**config.mk**
```make
export PLATFORM = sky130hd
export DESIGN_NAME = psum_top
export DESIGN_NICKNAME = d
export VERILOG_FILES = /design/src/psum_pkg.sv /design/src/burst_queue.sv /design/src/fsum.sv /design/src/psum_cfg_regs.sv /design/src/psum_top.sv /design/src/sat_adder.sv
export VERILOG_INCLUDE_DIRS = /design/src
export SDC_FILE = /design/constraint.sdc
export NUM_CORES = 2
export LEC_CHECK = 0
export BUFFER_PORTS_ARGS = -buffer_cell sky130_fd_sc_hd__buf_2
export CAP_MARGIN = 15
export CORE_MARGIN = 2
export CORE_UTILIZATION = 50
export CTS_BUF_LIST = sky130_fd_sc_hd__clkbuf_16
export CTS_CLUSTER_DIAMETER = 50
export DETAILED_ROUTE_END_ITERATION = 10
export GPL_ROUTABILITY_DRIVEN = 0
export PLACE_DENSITY = 0.66
export SYNTH_ARGS = -nofsm -noshare
export SYNTH_HDL_FRONTEND = slang
export SYNTH_SLANG_ARGS = --single-unit
```
**constraint.sdc**
```tcl
create_clock -name clk -period 132.8 [get_ports clk]
set_input_delay 19.92 -clock clk [delete_from_list [all_inputs] [get_ports clk]]
set_output_delay 19.92 -clock clk [all_outputs]
set_load 0.02 [all_outputs]
```
**src/psum_cfg.svh**
```systemverilog
`ifndef PSUM_CFG_SVH
`define PSUM_CFG_SVH

// output positions held in the full-sum buffer, index is clog2 of this
`define PSUM_MAX_O_SIDE 128

// lanes in one partial-sum burst
`define PSUM_BURST_LEN 8

// lane and result width
`define PSUM_LANE_W 16

// entries in the input queue
`define PSUM_FIFO_DEPTH 4

`endif

```
**src/psum_pkg.sv**
```systemverilog
`include "psum_cfg.svh"

package psum_pkg;

    // one lane of a burst, also the width of a full sum
    typedef logic signed [`PSUM_LANE_W-1:0] psum_t;

    typedef psum_t [`PSUM_BURST_LEN-1:0] burst_t;

    typedef logic [$clog2(`PSUM_MAX_O_SIDE)-1:0] o_index_t;

    // partial-sum burst as it leaves the multiply array
    typedef struct packed {
        o_index_t    o_index;
        logic [7:0]  channel;
        burst_t      data;
    } psum_entry_t;

    typedef struct packed {
        o_index_t    o_index;
        psum_t       value;
    } psum_result_t;

    // addr 0 is the bias, others are accepted and dropped
    typedef struct packed {
        logic [3:0]  addr;
        psum_t       wdata;
    } cfg_write_t;

endpackage

```
**src/burst_queue.sv**
```systemverilog
`timescale 1ns/1ps
`include "psum_cfg.svh"

module burst_queue import psum_pkg::*; #(
    parameter type entry_type = psum_entry_t
) (
    input  logic      clk,
    input  logic      rst,
    input  logic      in_req,
    input  entry_type in_entry,
    output logic      in_ack,
    input  logic      pop,
    output entry_type head,
    output logic      head_valid,
    output logic      empty
);
    localparam int depth = `PSUM_FIFO_DEPTH;
    localparam int ptr_w = $clog2(depth);

    entry_type        mem [depth];
    logic [ptr_w-1:0] wr_ptr;
    logic [ptr_w-1:0] rd_ptr;
    logic [ptr_w:0]   count;
    logic             full;
    logic             push;

    assign full  = (count == (ptr_w + 1)'(depth));
    assign empty = (count == '0);
    // ack still low means this req phase has not been stored yet
    assign push  = in_req && !in_ack && !full;

    always_ff @(posedge clk or posedge rst) begin
        if (rst) begin
            in_ack     <= 1'b0;
            wr_ptr     <= '0;
            rd_ptr     <= '0;
            count      <= '0;
            head_valid <= 1'b0;
        end else begin
            if (push) begin
                in_ack <= 1'b1;
                wr_ptr <= (wr_ptr == ptr_w'(depth - 1)) ? '0 : wr_ptr + 1'b1;
            end else if (!in_req) begin
                in_ack <= 1'b0;
            end
            if (pop) begin
                rd_ptr <= (rd_ptr == ptr_w'(depth - 1)) ? '0 : rd_ptr + 1'b1;
            end
            head_valid <= pop;
            case ({push, pop})
                2'b10:   count <= count + 1'b1;
                2'b01:   count <= count - 1'b1;
                default: count <= count;
            endcase
        end
    end

    always_ff @(posedge clk) begin
        if (push) begin
            mem[wr_ptr] <= in_entry;
        end
        if (pop) begin
            head <= mem[rd_ptr];
        end
    end

    pop_not_empty: assert property (@(posedge clk) disable iff (rst) pop |-> !empty)
        else $error("burst_queue: pop while empty");

    count_in_range: assert property (@(posedge clk) disable iff (rst) count <= depth)
        else $error("burst_queue: count above depth");

endmodule

```
**src/fsum.sv**
```systemverilog
`timescale 1ns/1ps
`include "psum_cfg.svh"

module fsum import psum_pkg::*; (
    input  logic         clk,
    input  logic         rst,
    input  logic         empty,
    output logic         pop,
    input  psum_entry_t  head,
    input  logic         head_valid,
    input  psum_t        bias,
    output psum_t        a,
    output psum_t        b,
    output logic         nd,
    input  psum_t        sum,
    input  logic         rdy,
    output logic         res_req,
    output psum_result_t res,
    input  logic         res_ack
);
    localparam int lanes  = `PSUM_BURST_LEN;
    localparam int lane_w = $clog2(lanes);

    typedef enum logic [2:0] {
        st_idle,
        st_load,
        st_accum,
        st_emit,
        st_release
    } state_t;

    state_t            state;
    logic [lane_w-1:0] lane;
    psum_entry_t       ent;
    psum_t             fsum_buf [`PSUM_MAX_O_SIDE];
    psum_t             start_val;
    logic              take;
    logic              step;
    logic              last;

    assign take = (state == st_load) && head_valid;
    assign step = (state == st_accum) && rdy;
    assign last = (lane == lane_w'(lanes - 1));

    // channel 0 opens a new output from the bias, later channels continue it
    assign start_val = (head.channel == 8'd0) ? bias : fsum_buf[head.o_index];

    always_ff @(posedge clk or posedge rst) begin
        if (rst) begin
            state   <= st_idle;
            pop     <= 1'b0;
            nd      <= 1'b0;
            res_req <= 1'b0;
            lane    <= '0;
        end else begin
            pop <= 1'b0;
            nd  <= 1'b0;
            case (state)
                st_idle: begin
                    if (!empty) begin
                        pop   <= 1'b1;
                        state <= st_load;
                    end
                end
                st_load: begin
                    if (head_valid) begin
                        nd    <= 1'b1;
                        lane  <= '0;
                        state <= st_accum;
                    end
                end
                st_accum: begin
                    if (rdy) begin
                        if (last) begin
                            res_req <= 1'b1;
                            state   <= st_emit;
                        end else begin
                            nd   <= 1'b1;
                            lane <= lane + 1'b1;
                        end
                    end
                end
                st_emit: begin
                    if (res_ack) begin
                        res_req <= 1'b0;
                        state   <= st_release;
                    end
                end
                st_release: begin
                    // hold off the next entry until the sink drops ack
                    if (!res_ack) begin
                        state <= st_idle;
                    end
                end
                default: state <= st_idle;
            endcase
        end
    end

    // operands, each sum goes back in as the next a
    always_ff @(posedge clk) begin
        if (take) begin
            ent <= head;
            a   <= start_val;
            b   <= head.data[0];
        end else if (step && !last) begin
            a <= sum;
            b <= ent.data[lane + 1'b1];
        end
        if (step && last) begin
            res.o_index <= ent.o_index;
            res.value   <= sum;
        end
    end

    always_ff @(posedge clk or posedge rst) begin
        if (rst) begin
            for (int i = 0; i < `PSUM_MAX_O_SIDE; i++) begin
                fsum_buf[i] <= '0;
            end
        end else if (step && last) begin
            fsum_buf[ent.o_index] <= sum;
        end
    end

    // one addition in flight, next nd only after the adder answers
    nd_one_outstanding: assert property (
        @(posedge clk) disable iff (rst) nd |=> (!nd throughout rdy[->1])
    ) else $error("fsum: nd while an addition is outstanding");

endmodule

```
**src/psum_cfg_regs.sv**
```systemverilog
`timescale 1ns/1ps

module psum_cfg_regs import psum_pkg::*; (
    input  logic       clk,
    input  logic       rst,
    input  logic       cfg_req,
    input  cfg_write_t cfg_wr,
    output logic       cfg_ack,
    output psum_t      bias
);
    localparam logic [3:0] bias_addr = 4'd0;

    logic accept;

    // take the write once per req phase, on the edge that raises ack
    assign accept = cfg_req && !cfg_ack;

    always_ff @(posedge clk or posedge rst) begin
        if (rst) begin
            cfg_ack <= 1'b0;
            bias    <= '0;
        end else begin
            if (accept) begin
                cfg_ack <= 1'b1;
                if (cfg_wr.addr == bias_addr) begin
                    bias <= cfg_wr.wdata;
                end
            end else if (!cfg_req) begin
                cfg_ack <= 1'b0;
            end
        end
    end

    ack_after_req: assert property (
        @(posedge clk) disable iff (rst) $rose(cfg_ack) |-> $past(cfg_req)
    ) else $error("psum_cfg_regs: ack raised without req");

endmodule

```
**src/psum_top.sv**
```systemverilog
`timescale 1ns/1ps

module psum_top import psum_pkg::*; (
    input  logic         clk,
    input  logic         rst,
    input  logic         in_req,
    input  psum_entry_t  in_entry,
    output logic         in_ack,
    input  logic         cfg_req,
    input  cfg_write_t   cfg_wr,
    output logic         cfg_ack,
    output logic         res_req,
    output psum_result_t res,
    input  logic         res_ack
);
    psum_entry_t head;
    logic        head_valid;
    logic        empty;
    logic        pop;
    psum_t       bias;
    psum_t       add_a;
    psum_t       add_b;
    psum_t       add_sum;
    logic        add_nd;
    logic        add_rdy;

    burst_queue #(
        .entry_type (psum_entry_t)
    ) u_burst_queue (
        .clk        (clk),
        .rst        (rst),
        .in_req     (in_req),
        .in_entry   (in_entry),
        .in_ack     (in_ack),
        .pop        (pop),
        .head       (head),
        .head_valid (head_valid),
        .empty      (empty)
    );

    psum_cfg_regs u_psum_cfg_regs (
        .clk     (clk),
        .rst     (rst),
        .cfg_req (cfg_req),
        .cfg_wr  (cfg_wr),
        .cfg_ack (cfg_ack),
        .bias    (bias)
    );

    fsum u_fsum (
        .clk        (clk),
        .rst        (rst),
        .empty      (empty),
        .pop        (pop),
        .head       (head),
        .head_valid (head_valid),
        .bias       (bias),
        .a          (add_a),
        .b          (add_b),
        .nd         (add_nd),
        .sum        (add_sum),
        .rdy        (add_rdy),
        .res_req    (res_req),
        .res        (res),
        .res_ack    (res_ack)
    );

    sat_adder u_sat_adder (
        .clk (clk),
        .rst (rst),
        .a   (add_a),
        .b   (add_b),
        .nd  (add_nd),
        .sum (add_sum),
        .rdy (add_rdy)
    );

endmodule

```
**src/sat_adder.sv**
```systemverilog
`timescale 1ns/1ps
`include "psum_cfg.svh"

module sat_adder import psum_pkg::*; (
    input  logic  clk,
    input  logic  rst,
    input  psum_t a,
    input  psum_t b,
    input  logic  nd,
    output psum_t sum,
    output logic  rdy
);
    localparam int    lane_w  = `PSUM_LANE_W;
    localparam psum_t sat_max = {1'b0, {(lane_w - 1){1'b1}}};
    localparam psum_t sat_min = {1'b1, {(lane_w - 1){1'b0}}};

    logic [lane_w:0] wide_sum;
    logic [1:0]      vld;

    always_ff @(posedge clk or posedge rst) begin
        if (rst) begin
            vld <= 2'b00;
        end else begin
            vld <= {vld[0], nd};
        end
    end

    // stage one, sign extended so overflow shows in the top two bits
    always_ff @(posedge clk) begin
        if (nd) begin
            wide_sum <= {a[lane_w-1], a} + {b[lane_w-1], b};
        end
    end

    // stage two, clamp
    always_ff @(posedge clk) begin
        if (vld[0]) begin
            if (wide_sum[lane_w] != wide_sum[lane_w-1]) begin
                sum <= wide_sum[lane_w] ? sat_min : sat_max;
            end else begin
                sum <= wide_sum[lane_w-1:0];
            end
        end
    end

    assign rdy = vld[1];

endmodule

```
==> reports/qor.json <==
{
  "cells_and_area": {
    "finish.net_count": 8149,
    "final_cell_mix": "sky130_fd_sc_hd__dfrtp_1, sky130_fd_sc_hd__mux2_2, sky130_fd_sc_hd__edfxtp_1",
    "layout-drive-gt1-share_pct": 40.97,
    "leading_cell_type_in_the_layout_fill_and_taps_excluded": "sky130_fd_sc_hd__dfrtp_1",
    "design_area_sq_um": 144100,
    "area_delta_synth_final_pct": 11.33,
    "post-route-util_pct": 56.05,
    "fillers": 19860
  },
  "timing": {
    "timing_worst_slew_pin_value_ns": 1.226,
    "worst_slew_margin_rel_pct": 17.55,
    "unrepaired_setup_endpoints_after_global_routing": "no",
    "period_share_pct": 18.76,
    "slew_viol_final": 0,
    "final-hold-violation-count": 0,
    "setup_slack_ns": 107.88,
    "fin_setup_tns_ns": 0,
    "maximum_clock_skew_at_final_layout_ns": 0.09971,
    "max_freq_mhz": 40.14,
    "finalWorstPathRequiredPeriod_ns": 24.92,
    "final-setup-viol-count": 0
  },
  "min_path": {
    "worst_hold_path_type": "reg2reg"
  },
  "clock_tree": {
    "cts-buffers-inserted": 352,
    "tritoncts": "built",
    "cts-root-buf": "sky130_fd_sc_hd__clkbuf_16",
    "clock_tree.buffer_depth": 4,
    "worst_skew_pair.late_latency_ns": 1.00,
    "cts_resized": 0,
    "cts_setup_buffers": 0,
    "tritoncts_num_sinks": 3023,
    "holdBufCountCts": 0,
    "ctsHtreeMaxLevel": 5,
    "clk_pin_slew_worst_paths_ns": 0.06
  },
  "yosys": {
    "synth_seq_cells": 3023,
    "avg_synthesized_cell_area_sq_um": 16.39,
    "synth_top_flop_cell": "sky130_fd_sc_hd__dfrtp_1",
    "synth-edff-count": 938,
    "seq_area_frac_synth_pct": 62.05,
    "post_synth_cell_types": 71,
    "synth_warnings": 0,
    "synth.cell_area_sq_um": 129500,
    "ys_async_sr_fraction_pct": 68.97,
    "postSynthCellCount": 7899,
    "synthesis.nets": 8095
  },
  "drt": {
    "wirelength_um": 340500,
    "num_vias": 71820,
    "drc": 0,
    "ant_nets": 0,
    "drtIter0Drc": 6496,
    "vias_cell": 6.184,
    "drtPass1Iterations": 6,
    "route.detailed.wl_per_inst_um": 29.32
  },
  "grt": {
    "globalRouteTotalUtil_pct": 25.89,
    "largest_net_degree_at_the_start_of_global_routing": 171,
    "first_global_vias": 74510,
    "antenna_found_initial": 48,
    "overflow": 0,
    "wire_length_of_the_first_global_routing_pass_um": 505500
  },
  "critical_path": {
    "number_of_buffers_and_inverters_on_the_critical_path": 8,
    "data_required_time_of_the_worst_path_ns": 133.73,
    "cp_capture_type": "async pin",
    "timing.critical_path.from_type": "primary input",
    "crit_path_cell_trace": "buf_2 -> inv_8 -> buf_12 -> buf_4 -> buf_4 -> buf_4 -> buf_4 -> buf_4",
    "top_fanout_value_on_the_critical_path": 170,
    "timing.critical_path.arrival_ns": 25.85,
    "cp_top_family": "buffers and inverters",
    "slowest_delay_ns": 0.88,
    "timing.setup.critical_path_class": "in2async",
    "critPathSlowestCell": "sky130_fd_sc_hd__buf_4",
    "crit_path_frequent_cell": "sky130_fd_sc_hd__buf_4"
  },
  "status": {
    "outcome": "completed"
  },
  "floorplanning": {
    "initial_utilization_pct": 50.35,
    "floorplan.die.height_um": 512.9,
    "horizontal_die_dimension_um": 512.9,
    "fp.dieArea_sq_um": 263000,
    "num_io_pins": 194,
    "core.rowCount": 186,
    "coreArea_sq_um": 257200
  },
  "power_and_ir_drop": {
    "power_per_cell_area_nw_per_um2": 17.23,
    "leakagePower_nw": 65.06,
    "vdd.ir_drop.worst_mv": 0.01474,
    "p_total_mw": 2.484
  },
  "flow_run": {
    "cap_violations": 0
  },
  "placement": {
    "placement.setup.worst_slack_ns": 106.68,
    "placedInstanceArea_sq_um": 133000,
    "io_buffers": 193,
    "place.detailed.hpwl_um": 211300
  }
}
[registers in the layout (all words and copies together), names as in the netlist, 2 cells and up]
signal	count
u_burst_queue.head	143
u_fsum.b	16
u_sat_adder.wide_sum	17
u_burst_queue.wr_ptr	2
u_fsum.fsum_buf	2048
u_fsum.a	16
u_burst_queue.mem	572
u_fsum.lane	3
u_burst_queue.rd_ptr	2
u_fsum.res	23
u_psum_cfg_regs.bias	16
u_fsum.state	3
u_sat_adder.vld	2
u_fsum.ent	135
u_sat_adder.sum	16
u_burst_queue.count	3
[per-stage QoR]
| step | cells | hold WS [ns] |
|---|---|---|
| 4_1_cts | 11600 | 0.3882 |
| 3_3_place_gp | 10980 | 0.4015 |
| 3_5_place_dp | 10980 | 0.4045 |
| 5_1_grt | 11600 | 0.4020 |
| 6_report | 11610 | 0.3842 |
| 2_1_floorplan | 7899 | 0.4003 |
[cell families (layout without fill, tap and decap cells)]
kind of cell | Yosys count | in the layout | synth area share (%)
AO/OA/AOI/OAI | 710 | 710 | 3.635
XOR/XNOR | 11 | 11 | 0.07441
adder cells (fa/ha/maj) | 28 | 28 | 0.2822
buffers and inverters | 690 | 1005 | 2.476
flip-flops | 3023 | 3023 | 62.05
multiplexers | 3042 | 3042 | 29.69
other | 0 | 15 | 0
AND/OR/NAND/NOR | 395 | 395 | 1.790
[layout make-up]
class	instances	area (sq um)	area share [%]
sequential	3023	80350	55.75
multi-input combinational	4186	46020	31.93
clock buffer	359	8984	6.233
tap	3384	4234	2.938
timing repair buffer	349	2315	1.606
clock inverter	256	2027	1.406
inverter	41	168.9	0.1172
antenna	15	37.54	0.02604
[synthesized netlist by cell type (83+ instances only)]
library cell               instances  area [sq um]
sky130_fd_sc_hd__o22ai_1         140         875.8
sky130_fd_sc_hd__buf_2           183         915.9
sky130_fd_sc_hd__dfrtp_1        2085         52180
sky130_fd_sc_hd__edfxtp_1        938         28170
sky130_fd_sc_hd__mux4_2          429          9662
sky130_fd_sc_hd__mux2_1          109          1227
sky130_fd_sc_hd__clkbuf_1        354          1329
sky130_fd_sc_hd__mux2_2         1947         21920
sky130_fd_sc_hd__mux2i_1         547          5475
sky130_fd_sc_hd__a21oi_1         146         730.7
sky130_fd_sc_hd__nand2_1          83         311.6
sky130_fd_sc_hd__a22oi_1         185          1389
[final timing paths]
| check | startpoint | end | slack, ns | depth (start not counted) |
|---|---|---|---|---|
| worst max-delay path | rst | u_fsum.fsum_buf[936]$_DFFE_PP0P_ | 107.88 | 8 |
| worst min-delay path | u_burst_queue.head[23]$_DFFE_PP_ | u_fsum.ent[23]$_DFFE_PP_ | 0.38 | 0 |
| worst max register to register | u_burst_queue.head[137]$_DFFE_PP_ | u_fsum.a[10]$_DFFE_PP_ | 126.30 | 10 |
| worst min register to register | u_burst_queue.head[23]$_DFFE_PP_ | u_fsum.ent[23]$_DFFE_PP_ | 0.38 | 0 |
| max in group clk | in_req | u_burst_queue.mem[2][86]$_DFFE_PP_ | 110.89 | 5 |
| min in group asynchronous | rst | u_fsum.fsum_buf[264]$_DFFE_PP0P_ | 19.19 | 2 |
[layer usage]
| layer | wire length [um] | vias to the layer above | track usage (%) |
|---|---|---|---|
| met5 | 281 | - | 0 |
| met4 | 12200 | 46 | 8.992 |
| met3 | 23800 | 633 | 5.610 |
| met2 | 159300 | 2378 | 40.44 |
| met1 | 144900 | 38660 | 36.01 |
| li1 | - | 30100 | - |
[power breakdown]
group / switching (mW) / internal, mW / leakage [nW]
logic: 0.345 / 0.149 / 21.7
registers: 0.0311 / 1.04 / 37.7
clock network: 0.381 / 0.539 / 5.65
(Power assumes the default switching activity.)
